<file path="src/bch_pkg.sv">
`default_nettype none

package bch_pkg;

	// **************************************************
	// field and code parameters
	// **************************************************

	parameter int M = 4;                          // field degree.
	parameter int T = 3;                          // correctable errors.
	parameter int N_BITS = (1 << M) - 1;          // codeword length.
	parameter int SYN_COUNT = 2 * T - 1;          // S_1 .. S_2T-1.

	// x^4 + x + 1, bit i is the coefficient of x^i.
	parameter logic [M:0] PRIM_POLY = 'b1_0011;

	// **************************************************
	// types
	// **************************************************

	typedef logic [M-1:0] gf_elem_t;
	typedef logic [SYN_COUNT*M-1:0] syn_vec_t;    // slot k holds S_(k+1).
	typedef logic [M-1:0] lfsr_count_t;

	typedef enum logic [1:0] {
		IDLE,
		BUSY,
		DONE
	} syn_state_t;

	// **************************************************
	// field arithmetic
	// **************************************************

	// one step of multiplication by alpha in polynomial basis.
	function automatic gf_elem_t gf_mul_alpha(input gf_elem_t a);
		gf_elem_t r;
		r = {a[M-2:0], 1'b0};
		if (a[M-1])
			r = r ^ PRIM_POLY[M-1:0];            // reduce x^M.
		return r;
	endfunction

	// a * alpha^j. only ever called with constant j.
	function automatic gf_elem_t gf_mul_alpha_pow(input gf_elem_t a, input int unsigned j);
		gf_elem_t r;
		r = a;
		for (int unsigned i = 0; i < j; i++)
			r = gf_mul_alpha(r);
		return r;
	endfunction

	// counter state after a number of steps from seed 1.
	// the counter is a multiply-by-alpha lfsr, so this is alpha^steps.
	function automatic lfsr_count_t lfsr_count_at(input int unsigned steps);
		return lfsr_count_t'(gf_mul_alpha_pow(gf_elem_t'(1), steps));
	endfunction

endpackage

`default_nettype wire

</file>
<file path="src/lfsr_counter.sv">
`default_nettype none

// maximal-length galois lfsr used as a position counter.
// it walks all 2^M-1 nonzero states, no adder needed.
module lfsr_counter (
	input wire clk,
	input wire arst_n,
	input wire logic restart,
	input wire logic step,
	output bch_pkg::lfsr_count_t count
);

	import bch_pkg::*;

	localparam lfsr_count_t SEED = lfsr_count_t'(1);

	lfsr_count_t count_next;

	// taps come from PRIM_POLY via the package helper.
	assign count_next = lfsr_count_t'(gf_mul_alpha(gf_elem_t'(count)));

	always_ff @(posedge clk or negedge arst_n) begin
		if (!arst_n) begin
			count <= SEED;
		end else if (restart) begin
			count <= SEED;                        // restart wins over step.
		end else if (step) begin
			count <= count_next;
		end
	end

endmodule

`default_nettype wire

</file>
<file path="src/bch_bit_fifo.sv">
`default_nettype none

// small bit fifo behind a credit interface.
// every pop returns one credit to the sender in the same cycle.
module bch_bit_fifo #(
	parameter int FIFO_DEPTH = 4
) (
	input wire clk,
	input wire arst_n,
	input wire logic in_valid,
	input wire logic in_data,
	input wire logic in_first,
	output logic bit_ce,
	output logic bit_data,
	output logic bit_first,
	output logic credit
);

	localparam int PTR_W = (FIFO_DEPTH > 1) ? $clog2(FIFO_DEPTH) : 1;
	localparam int CNT_W = $clog2(FIFO_DEPTH + 1);

	// **************************************************
	// storage and pointers
	// **************************************************

	logic [1:0] mem [FIFO_DEPTH];                 // {first, data}.
	logic [PTR_W-1:0] wr_ptr;
	logic [PTR_W-1:0] rd_ptr;
	logic [CNT_W-1:0] level;
	logic pop;

	// wrap at FIFO_DEPTH so non power of two depths work.
	function automatic logic [PTR_W-1:0] ptr_inc(input logic [PTR_W-1:0] p);
		logic [PTR_W-1:0] r;
		if (p == PTR_W'(FIFO_DEPTH - 1))
			r = '0;
		else
			r = p + 1'b1;
		return r;
	endfunction

	// the syndrome unit never stalls, so pop whenever data is held.
	assign pop = (level != '0);

	always_ff @(posedge clk) begin
		if (in_valid)
			mem[wr_ptr] <= {in_first, in_data};
	end

	always_ff @(posedge clk or negedge arst_n) begin
		if (!arst_n) begin
			wr_ptr <= '0;
			rd_ptr <= '0;
			level <= '0;
		end else begin
			if (in_valid)
				wr_ptr <= ptr_inc(wr_ptr);
			if (pop)
				rd_ptr <= ptr_inc(rd_ptr);

			// occupancy; credits keep this from exceeding the depth.
			case ({in_valid, pop})
				2'b10: level <= level + 1'b1;
				2'b01: level <= level - 1'b1;
				default: level <= level;
			endcase
		end
	end

	// **************************************************
	// outputs
	// **************************************************

	assign bit_ce = pop;
	assign bit_first = mem[rd_ptr][1];
	assign bit_data = mem[rd_ptr][0];
	assign credit = pop;                          // one credit per popped bit.

endmodule

`default_nettype wire

</file>
<file path="src/bch_syndrome.sv">
`default_nettype none

// serial syndrome unit, S_j = r(alpha^j) for j = 1 .. 2T-1.
// bits arrive highest degree first, one Horner step per bit.
module bch_syndrome (
	input wire clk,
	input wire arst_n,
	input wire logic bit_ce,
	input wire logic bit_first,
	input wire logic bit_data,
	output bch_pkg::syn_vec_t syndromes,
	output logic done,
	output logic err_detect
);

	import bch_pkg::*;

	// counter value when the (n-1)-th bit has been taken.
	localparam lfsr_count_t LAST_POS = lfsr_count_at(N_BITS - 2);

	syn_state_t state;
	lfsr_count_t count;
	syn_vec_t syn_q;
	wire syn_vec_t syn_next;

	wire consume_first = bit_ce && bit_first;
	wire consume_busy = bit_ce && (state == BUSY);
	wire last_bit = consume_busy && !bit_first && (count == LAST_POS);

	lfsr_counter u_counter (
		.clk(clk),
		.arst_n(arst_n),
		.restart(consume_first),
		.step(consume_busy),
		.count(count)
	);

	// **************************************************
	// Horner step per syndrome
	// **************************************************

	for (genvar j = 0; j < SYN_COUNT; j++) begin : g_syn
		gf_elem_t prod;

		// constant multiply by alpha^(j+1) as an xor of basis columns.
		always_comb begin
			prod = '0;
			for (int b = 0; b < M; b++) begin
				if (syn_q[j*M + b])
					prod = prod ^ gf_mul_alpha_pow(gf_elem_t'(1) << b, j + 1);
			end
		end

		assign syn_next[j*M +: M] = prod ^ gf_elem_t'(bit_data);
	end

	always_ff @(posedge clk) begin
		if (consume_first) begin
			for (int j = 0; j < SYN_COUNT; j++)
				syn_q[j*M +: M] <= gf_elem_t'(bit_data);   // S_j = r_(n-1).
		end else if (consume_busy) begin
			syn_q <= syn_next;
		end
	end

	assign syndromes = syn_q;

	// **************************************************
	// control
	// **************************************************

	always_ff @(posedge clk or negedge arst_n) begin
		if (!arst_n) begin
			state <= IDLE;
			done <= 1'b0;
			err_detect <= 1'b0;
		end else begin
			done <= last_bit;                     // one cycle pulse.
			if (last_bit)
				err_detect <= |syn_next;          // any syndrome nonzero.

			case (state)
				IDLE: if (consume_first) state <= BUSY;   // other bits dropped.
				BUSY: if (last_bit) state <= DONE;
				DONE: if (consume_first) state <= BUSY;
				default: state <= IDLE;
			endcase
		end
	end

endmodule

`default_nettype wire

</file>
<file path="src/bch_syndrome_shuffle.sv">
`default_nettype none

// holds the finished syndromes for the key equation stage.
// each shuffle moves slot k+1 into slot k, slot 0 wraps to the top.
module bch_syndrome_shuffle (
	input wire clk,
	input wire arst_n,
	input wire logic done,
	input wire bch_pkg::syn_vec_t syndromes,
	input wire logic restart,
	input wire logic shuffle,
	output bch_pkg::syn_vec_t syn_window,
	output logic syn_valid
);

	import bch_pkg::*;

	syn_vec_t rotated;

	assign rotated = {syn_window[M-1:0], syn_window[SYN_COUNT*M-1:M]};

	always_ff @(posedge clk) begin
		if (done)
			syn_window <= syndromes;              // slot k = S_(k+1).
		else if (shuffle && syn_valid)
			syn_window <= rotated;
	end

	// a finished codeword wins over a new first bit in the same cycle,
	// the held window still belongs to the finished one.
	always_ff @(posedge clk or negedge arst_n) begin
		if (!arst_n)
			syn_valid <= 1'b0;
		else if (done)
			syn_valid <= 1'b1;
		else if (restart)
			syn_valid <= 1'b0;                    // new codeword started.
	end

endmodule

`default_nettype wire

</file>
<file path="src/bch_syndrome_top.sv">
`default_nettype none

// front end of the BCH decoder: credit fifo, syndrome unit, shuffle register.
module bch_syndrome_top #(
	parameter int FIFO_DEPTH = 4
) (
	input wire clk,
	input wire arst_n,

	// credited serial input.
	input wire in_valid,
	input wire in_data,
	input wire in_first,
	output logic credit,

	// towards the key equation stage.
	input wire shuffle,
	output bch_pkg::syn_vec_t syn_window,
	output logic syn_valid,
	output logic err_detect
);

	import bch_pkg::*;

	wire bit_ce;
	wire bit_data;
	wire bit_first;
	wire done;
	wire syn_vec_t syndromes;
	wire restart = bit_ce & bit_first;            // first bit consumed.

	bch_bit_fifo #(
		.FIFO_DEPTH(FIFO_DEPTH)
	) u_fifo (
		.clk(clk),
		.arst_n(arst_n),
		.in_valid(in_valid),
		.in_data(in_data),
		.in_first(in_first),
		.bit_ce(bit_ce),
		.bit_data(bit_data),
		.bit_first(bit_first),
		.credit(credit)
	);

	bch_syndrome u_syndrome (
		.clk(clk),
		.arst_n(arst_n),
		.bit_ce(bit_ce),
		.bit_first(bit_first),
		.bit_data(bit_data),
		.syndromes(syndromes),
		.done(done),
		.err_detect(err_detect)
	);

	bch_syndrome_shuffle u_shuffle (
		.clk(clk),
		.arst_n(arst_n),
		.done(done),
		.syndromes(syndromes),
		.restart(restart),
		.shuffle(shuffle),
		.syn_window(syn_window),
		.syn_valid(syn_valid)
	);

endmodule

`default_nettype wire

</file>
<file path="config.mk">
export PLATFORM = sky130hd
export DESIGN_NAME = bch_syndrome_top
export DESIGN_NICKNAME = d
export VERILOG_FILES = /design/src/bch_pkg.sv /design/src/lfsr_counter.sv /design/src/bch_bit_fifo.sv /design/src/bch_syndrome.sv /design/src/bch_syndrome_shuffle.sv /design/src/bch_syndrome_top.sv
export SDC_FILE = /design/constraint.sdc
export NUM_CORES = 1
export LEC_CHECK = 0
export BUFFER_PORTS_ARGS = -buffer_cell sky130_fd_sc_hd__buf_2
export CORE_ASPECT_RATIO = 0.9
export CORE_MARGIN = 2
export CORE_UTILIZATION = 45
export CTS_BUF_LIST = sky130_fd_sc_hd__clkbuf_16
export CTS_CLUSTER_SIZE = 24
export DETAILED_ROUTE_END_ITERATION = 6
export SYNTH_ARGS = -nofsm -noshare
export SYNTH_HDL_FRONTEND = slang
export SYNTH_SLANG_ARGS = --single-unit
</file>
<file path="constraint.sdc">
create_clock -name clk -period 5.09 [get_ports clk]
set_input_delay 0 -clock clk [delete_from_list [all_inputs] [get_ports clk]]
set_output_delay 0 -clock clk [all_outputs]
set_load 0.02 [all_outputs]
</file>
After elaboration in Yosys (flattened, before gate mapping)

Memory sizes are Yosys's and may differ from the RTL's.
Cells that the tools add are included.

Output and inout bits: 23
Memories kept: 1
Flip-flop bits (word level): 56
Input port bits: 6
Word-level logic and storage cells: 171
Bits in writable memories: 8

Memories:

| name       | words | bits a word | read ports | clocked after memory_dff | write ports | line               | RTL |
|---|---|---|---|---|---|---|---|
| u_fifo.mem | 4     | 2           | 1          | 0                        | 1           | bch_bit_fifo.sv:26 | `logic [1:0] mem [FIFO_DEPTH];` |

Add/sub/neg operators: 4
Equal/unequal tests: 9
Reductions and logical operators: 15
Bitwise logic cells: 42
Mux-type cells: 89

Operators by type and width:

| kind                                                 | count |
|---|---|
| 2-to-1 mux 4 bit                                     | 50 |
| 2-to-1 mux 2 bit                                     | 27 |
| bitwise XOR 4 bit                                    | 11 |
| NOT 2 bit                                            | 21 |
| 2-to-1 mux 20 bit                                    | 2 |
| 2-to-1 mux 17 bit                                    | 2 |
| OR reduction 20 bit                                  | 1 |
| bitwise XOR 4 x 1 -> 4 bit                           | 5 |
| equality test 2 bit (second input constant)          | 4 |
| nonzero test 2 bit                                   | 4 |
| 2-to-1 mux 3 bit                                     | 2 |
| case mux 3 bit (2 select lines)                      | 1 |
| logical AND 1 bit                                    | 5 |
| adder 2 x 1 -> 2 bit (second input constant)         | 2 |
| equality test 2 x 1 -> 1 bit (second input constant) | 2 |
| equality test 4 bit (second input constant)          | 1 |
| 2-to-1 mux 1 bit                                     | 4 |
| != test 2 x 1 -> 1 bit (second input constant)       | 2 |
| case mux 2 bit (2 select lines)                      | 1 |
| bitwise XOR 2 x 4 -> 4 bit                           | 1 |
| adder 3 x 1 -> 3 bit (second input constant)         | 1 |
| NOT 1 bit (first input constant)                     | 3 |
| nonzero test 3 bit                                   | 1 |
| subtractor 3 x 1 -> 3 bit (second input constant)    | 1 |
| 5 further kinds                                      | 5 |

Logic depth before layout (Yosys ltp)

Gate-level depths: netlist of run 1.

Depth in word-level cells: 18
Mapped depth: 8
Mapped depth without buffers: 8

Hierarchy

A second synthesis of run 1 with hierarchy kept.

Cell total of the unflattened synthesis: 231
Area total of the unflattened synthesis: 2957.8 um^2

Modules (own cells, without submodules):

| module               | cells an instance | sequential area each (um^2) | area each (um^2) | times used |
|---|---|---|---|---|
| bch_syndrome         | 121               | 550.5                       | 1177.4           | 1 |
| bch_syndrome_shuffle | 46                | 625.6                       | 892.1            | 1 |
| bch_bit_fifo         | 49                | 415.4                       | 713.2            | 1 |
| lfsr_counter         | 14                | 101.3                       | 168.9            | 1 |
| bch_syndrome_top     | 1                 | 0.0                         | 6.3              | 1 |

Least setup slack after synthesis of run 1

Ideal clock, no wire load.

Path type: reg2reg
From: register u_fifo.level[2]
To: register u_fifo.level[2]
Slack: 2.944 ns
Data arrival time: 2.021 ns
Buffers on the path: 0
Cell stages (with the launch flop): 9
Path through: dfrtp_1 -> nor3_1 -> inv_1 -> ha_1 -> inv_1 -> fa_1 -> xor2_1 -> nor2_1 -> xor2_1

Cells in the longest elaborated chain, start to end: 3

Ends and longest elaborated chain:

| item                                                                  | line                   | RTL |
|---|---|---|
| start: declaration                                                    | bch_bit_fifo.sv:29     | `logic [CNT_W-1:0] level;` |
| start signal: assignment                                              | bch_bit_fifo.sv:63     | `2'b10: level <= level + 1'b1;` |
| start signal: assignment                                              | bch_bit_fifo.sv:64     | `2'b01: level <= level - 1'b1;` |
| start signal: assignment                                              | bch_bit_fifo.sv:65     | `default: level <= level;` |
| nonzero test 3 bit (*)                                                | bch_bit_fifo.sv:43     | `assign pop = (level != '0);` |
| via credit                                                            | bch_syndrome_top.sv:14 | `output logic credit,` |
| equality test 2 x 1 -> 1 bit or equality test 2 bit (tied branches)   | bch_bit_fifo.sv:62     | `case ({in_valid, pop})` |
| case mux 3 bit (2 select lines) or nonzero test 2 bit (tied branches) | n/a                    |  |

Mark *: on every way through the listed nets, which the timed path passes. The rest lies on a longest branch.
A chain may end at the register's enable or synchronous reset.

Worst setup path after layout of run 1

From: register u_fifo.level[2]
To: register u_fifo.level[2]

Cells in the longest elaborated chain, start to end: 3

Ends and longest elaborated chain:

| item |
|---|
| branches (longest 3 deep; another with subtractor 3 x 1 -> 3 bit) |

Several ways; the timed one is not identified.

==> results of run 1 <==
[state kept, by name, indices dropped and copies added, names as in the netlist]
name                        cells
u_fifo.mem                      8
u_shuffle.syn_valid             1
u_syndrome.state                2
u_syndrome.u_counter.count      4
u_syndrome.err_detect           1
u_fifo.wr_ptr                   2
u_syndrome.done                 1
u_syndrome.syndromes           20
u_shuffle.syn_window           20
u_fifo.level                    3
u_fifo.rd_ptr                   2
[final timing paths]
| kind | start | endpoint | slack [ns] | depth (start not counted) |
|---|---|---|---|---|
| worst max-delay path | u_fifo.level[2] | u_fifo.level[2] | 2.85 | 8 |
| worst min-delay path | arst_n | u_syndrome.done | 0.12 | 2 |
| worst max register to register | u_fifo.level[2] | u_fifo.level[2] | 2.85 | 8 |
| worst min register to register | u_fifo.level[2] | u_fifo.level[2] | 0.47 | 1 |
| max in group asynchronous | arst_n | u_syndrome.u_counter.count[0] | 4.66 | 2 |
| min in group clk | in_first | u_fifo.mem[2][1] | 0.43 | 2 |
[stage by stage]
stage          total power, W  util (%)  cell area [um2]  setup WS, ns
6_report             0.002030     55.23             3396         2.847
3_5_place_dp         0.001468     50.02             3075         2.854
5_1_grt              0.002189     55.23             3396         2.543
2_1_floorplan        0.001321         -             2859         2.944
4_1_cts              0.002056     55.23             3396         2.829
3_3_place_gp         0.001463     50.02             3075         2.853
[cells in the final DEF, fill, tap and decap left out, types with 2 or more instances in the layout]
| cell type | n |
|---|---|
| mux4_2 | 2 |
| or3_1 | 5 |
| or4_1 | 2 |
| nor2b_1 | 5 |
| clkinv_1 | 2 |
| clkinv_2 | 2 |
| mux2_2 | 21 |
| a21o_1 | 3 |
| dfxtp_1 | 15 |
| inv_1 | 11 |
| a21oi_1 | 2 |
| o21ai_1 | 3 |
| edfxtp_1 | 33 |
| and2_1 | 5 |
| a22o_1 | 10 |
| buf_2 | 28 |
| o21ai_0 | 16 |
| xnor2_1 | 12 |
| nor3_1 | 4 |
| nand3_1 | 3 |
| dlygate4sd3_1 | 4 |
| dfrtp_1 | 15 |
| nor2_1 | 2 |
| nand2_1 | 12 |
| xor2_1 | 6 |
| ha_1 | 6 |
| clkbuf_16 | 9 |
[logic make-up (layout without fill, tap and decap cells)]
logic type,Yosys count,after routing
flops,64,64
simple gates,47,47
compound gates,42,42
mux,24,24
xor+xnor,18,18
buf+inv,17,58
fa+ha+maj,7,7
[worst max-delay path: stages, from the launching register on]
cell and delay (ns):
dfrtp_1 0.38, nor3_1 0.59, inv_1 0.28, ha_1 0.28
inv_1 0.07, fa_1 0.17, xor2_1 0.14, nor2_1 0.06
xor2_1 0.13
[routing by layer]
layer / part of all wire [%] / track usage, % / vias to the layer above
li1: - / - / 877
met1: 49 / 24.59 / 852
met2: 44 / 25.00 / 34
met3: 4.7 / 6.412 / 10
met4: 1.8 / 7.727 / 0
met5: 0 / 0 / -
[final cells by class]
| class | count | area share (%) |
|---|---|---|
| Clock buffer | 9 | 6.632 |
| Clock inverter | 7 | 1.621 |
| Inverter | 9 | 0.9948 |
| Multi-Input combinational cell | 138 | 32.17 |
| Sequential cell | 64 | 49.85 |
| Tap cell | 87 | 3.206 |
| Timing Repair Buffer | 33 | 5.527 |
[what timing repair did]
action,4_1_cts,5_1_grt
buffers inserted,0,0
hold buffers,4,0
endpoints found under the hold margin,26,0
[report_power, final]
| group | leakage (nW) | internal (W) | total [W] | switching (W) |
|---|---|---|---|---|
| Sequential | 0.629 | 0.000702 | 0.000855 | 0.000153 |
| Combinational | 0.581 | 0.000277 | 0.000604 | 0.000327 |
| Clock | 0.147 | 0.000369 | 0.000571 | 0.000202 |
==> results.tsv, run 1 <==
metric	value	unit
layout cells sized above 1	26.54	%
PortBufs	28	
simple-gate share of the synthesized area	9.322	%
Clk Latency, worst-skew pair	0.33	ns
CTS tree	built	
Synth Area in Compound Gates	9.847	%
dominant synthesized flop cell	edfxtp_1	
vias in the first global route	1754	
Maximum Capacitance Violations	0	
Via density	5.110	
routed vias	1773	
post-synthesis mux area share	10.20	%
async set-reset flop share out of synthesis	25.00	%
YS warnings	0	
grt ovf	0	
global-route wire length before repair	8990	um
All-Layer GR Usage	17.74	%
Avg Cell Area, Syn	13.05	um2
largest net degree at the start of global routing	23	
number of buffers created by CTS	9	
Yosys cell types	46	
pwr dens	597.8	nW/um2
Slew headroom	40.57	%
H-Tree Depth	3	
Least-Margin Pin Slew	0.8914	ns
Routability Congestion	0.7619	
post-synth top area share	34.66	%
clock buffer depth	2	
Finished Layout Cells	347	
clock slew at reported path FFs	0.05	ns
final WL	5256	um
Iteration-0 DRC Markers	113	
count leader, synth	edfxtp_1	
core area	6148	um2
Die Height	79.62	um
min-delay worst type	input pin to asynchronous set/reset pin	
detailed placer's ending HPWL	3705	um
final period utilization	44.07	%
clock skew	0.009524	ns
drt drc	0	
commonest cells in the netlist	edfxtp_1 (33), mux2_2 (21), o21ai_0 (16)	
Chip Width	88.02	um
leakage power	1.357	nW
final hold slack	0.1165	ns
post-CTS sizing	0	
critical path arrival	2.45	ns
row cnt	27	
Routed WL per cell	15.15	um
Sink Count	64	
drt pass-1 iters	4	
post-route ant nets	0	
# nets final	268	
area taken by multi-input logic gates	1092	um2
root buffer cell	clkbuf_16	
initial antenna violation count	0	
number of synthesized register bits	64	
Worst setup EP type	flip-flop	
Tmin final	2.243	ns
Initial Util	46.50	%
syn_nets	232	
FF/Latch Area	1693	um2
adder-cell share of the synthesized area	3.326	%
Post-Syn Area	2859	um2
Area contributors post-synth	edfxtp_1 (35%), dfrtp_1 (13%), dfxtp_1 (11%), mux2_2 (8.3%), xnor2_1 (3.7%)	
CP Max Fanout	7	
Yosys top cell by area	edfxtp_1	
Die Area	7008	um2
placed cell count	327	
largest family of logic cells by synthesized area	multiplexers	
Worst setup SP type	flip-flop	
Final TNS setup	0	ns
Gate Count Post-Synth	219	
Area Growth Syn to Fin	18.77	%
Final Max Slew Viols	0	
sequential element share of the synthesized area	59.21	%
EDFF count, synth	33	
Diodes inserted	0	
Final Hold Viols	0	
setup repair after global routing missed its margin	no	
Synth Area in XOR/XNOR	5.514	%
status	finished clean	
Final setup viols	0	
CP Class	flip-flop to flip-flop	
FILL cells	538	
IO Pins	29	
Worst Path Required	5.30	ns
Max VDD drop	0.2985	mV
Peak Freq	445.8	MHz
(Power assumes the default switching activity.)
==> inputs of run 2 (changes only) <==
- ABC_AREA: default -> 1
- clock period: 5.09 -> 2.2 ns (I/O delays scaled with it)
==> run 2 against run 1 <==
Count of clock-buffer cells in the layout unchanged. Highest routed layer unchanged. Synthesized cell count up 50%. Wire length up 12%. Clock power up 140%. Critical path depth unchanged. Synthesized area up 4.0%. Worst hold slack better by 0.0086 ns. Critical endpoint unchanged. Register-to-register slack worse by 2.4 ns. Power rose to 2.5 times the previous value. Clock skew down 0.00099 ns. Final cell count up 33%. Largest cell class unchanged.
==> results.tsv, run 2 <==
metric	value	unit
clock skew	0.008538	ns
post-route ant nets	0	
IO Pins	29	
layout cells sized above 1	16.44	%
clock slew at reported path FFs	0.05	ns
Finished Layout Cells	461	
drt drc	0	
Chip Width	89.68	um
syn_nets	341	
Via density	4.638	
post-synth top area share	33.33	%
Area contributors post-synth	edfxtp_1 (33%), nand2_1 (13%), dfrtp_1 (13%), dfxtp_1 (10%), inv_1 (5.8%)	
Yosys cell types	32	
DP Area	3198	um2
worst path bufs/invs	2	
Finished Cell Area	3527	um2
FILL cells	604	
row cnt	28	
pwr dens	1440	nW/um2
placed cell count	441	
routed vias	2138	
Die Area	7274	um2
Area Growth Syn to Fin	18.64	%
setup repair after global routing missed its margin	no	
Final Hold Viols	0	
Top delay family on crit path	adder cells	
core area	6481	um2
R2R Path Start	u_fifo.level[1]	
Worst Path Required	2.40	ns
critical path arrival	1.95	ns
commonest non-fill, non-tap cells in the layout	nand2_1 (101), inv_1 (47), edfxtp_1 (33)	
EDFF count, synth	33	
drt pass-1 iters	4	
clock buffer depth	2	
Finished Core Util	54.42	%
Initial Util	45.87	%
root buffer cell	clkbuf_16	
detailed placer's ending HPWL	4263	um
Sink Count	64	
pre-CTS WS	0.4724	ns
PortBufs	28	
YS warnings	0	
postcts setup bufs	0	
CTS tree	built	
sequential element share of the synthesized area	56.94	%
most common cell after layout, fill and taps aside	nand2_1	
Yosys top cell by area	edfxtp_1	
Final Max Slew Viols	0	
H-Tree Depth	3	
largest net degree at the start of global routing	37	
final period utilization	79.45	%
maximum single-stage delay on the critical path	0.39	ns
async set-reset flop share out of synthesis	25.00	%
CP Cell Sequence	nor3_2 > inv_2 > ha_1 > inv_1 > fa_1 > a21oi_1 > o21ai_0 > xnor2_1	
dominant synthesized flop cell	edfxtp_1	
final setup margin	0.4521	ns
CP Class	flip-flop to flip-flop	
R2R cell count	8	
vias in the first global route	2031	
status	finished clean	
Worst setup SP type	flip-flop	
Tmin final	1.748	ns
Final TNS setup	0	ns
initial antenna violation count	0	
Critical-path top delay cell	dfrtp_1	
R2R Setup Slk	0.45	ns
Peak Freq	572.1	MHz
Clk Latency, worst-skew pair	0.33	ns
number of buffers created by CTS	9	
All-Layer GR Usage	18.61	%
Routed WL per cell	12.80	um
Final setup viols	0	
# nets final	379	
Gate Count Post-Synth	328	
min-delay worst type	input pin to asynchronous set/reset pin	
leakage power	1.718	nW
Maximum Capacitance Violations	0	
RR Endpoint	u_fifo.level[2]	
Avg Cell Area, Syn	9.064	um2
Worst setup EP type	flip-flop	
Diodes inserted	0	
Slew headroom	71.70	%
commonest cells in the netlist	nand2_1 (101), inv_1 (46), edfxtp_1 (33)	
CP Max Fanout	7	
global-route wire length before repair	9887	um
Routability Congestion	0.8332	
Max VDD drop	0.7676	mV
grt ovf	0	
Iteration-0 DRC Markers	171	
Least-Margin Pin Slew	0.4230	ns
Post-Syn Area	2973	um2
count leader, synth	nand2_1	
final WL	5901	um
number of synthesized register bits	64	
Die Height	81.11	um
run 2: worst max path at each step:
stage	startpoint	endpoint	slack, ns	cells past startpoint
floorplan	u_syndrome.done	u_shuffle.syn_window[0]	0.53	3
global placement	u_fifo.level[2]	u_syndrome.err_detect	0.55	8
detailed placement	u_fifo.level[2]	u_syndrome.err_detect	0.47	8
CTS	u_fifo.level[2]	u_fifo.level[1]	0.46	6
global route	u_fifo.level[1]	u_fifo.level[2]	0.31	8
finish	u_fifo.level[1]	u_fifo.level[2]	0.45	8
run 2: where the power goes:
part           leakage, nW  internal [W]  switching, W
combinational        0.944      0.000620       0.00121
sequential           0.630       0.00163      0.000247
clock                0.144      0.000867      0.000502
run 2: through the flow:
stage	power [W]	hold WS, ns
after global routing	0.005486	0.1602
after CTS	0.005101	0.1278
after global placement	0.003677	-0.06497
after floorplan	0.003356	-0.2956
after detailed placement	0.003705	-0.06561
final	0.005078	0.1251
run 2: repair_timing:
action | CTS | global route
gates resized for setup | 0 | 0
hold buffers | 4 | 0
endpoints found under the setup margin | 0 | 0
hold endpoints to repair | 26 | 0
run 2: cell type report:
type / count / area, um2 / share of cell area, %
Timing Repair Buffer: 34 / 195.2 / 5.534
Inverter: 52 / 195.2 / 5.534
Multi-Input combinational cell: 205 / 1042 / 29.55
Clock inverter: 7 / 63.81 / 1.809
Clock buffer: 9 / 225.2 / 6.385
Tap cell: 90 / 112.6 / 3.193
Sequential cell: 64 / 1693 / 48.00
run 2: cells by family (layout without fill, tap and decap cells):
family	count (synthesis)	after routing	synth area share (%)
and+or+nand+nor	143	143	20.33
DFF	64	64	56.94
buffers and inverters	59	102	7.996
AOI/OAI and AO/OA	46	46	8.880
xor gates and xnor gates	9	9	2.651
adders and majority gates	7	7	3.199
run 2: routing by layer:
layer | wire length (um) | vias to the layer above | GRT usage (%)
li1 | - | 1126 | -
met1 | 3007 | 955 | 26.05
met2 | 2554 | 51 | 26.91
met3 | 266 | 6 | 6.809
met4 | 72 | 0 | 5.821
met5 | 0 | - | 0
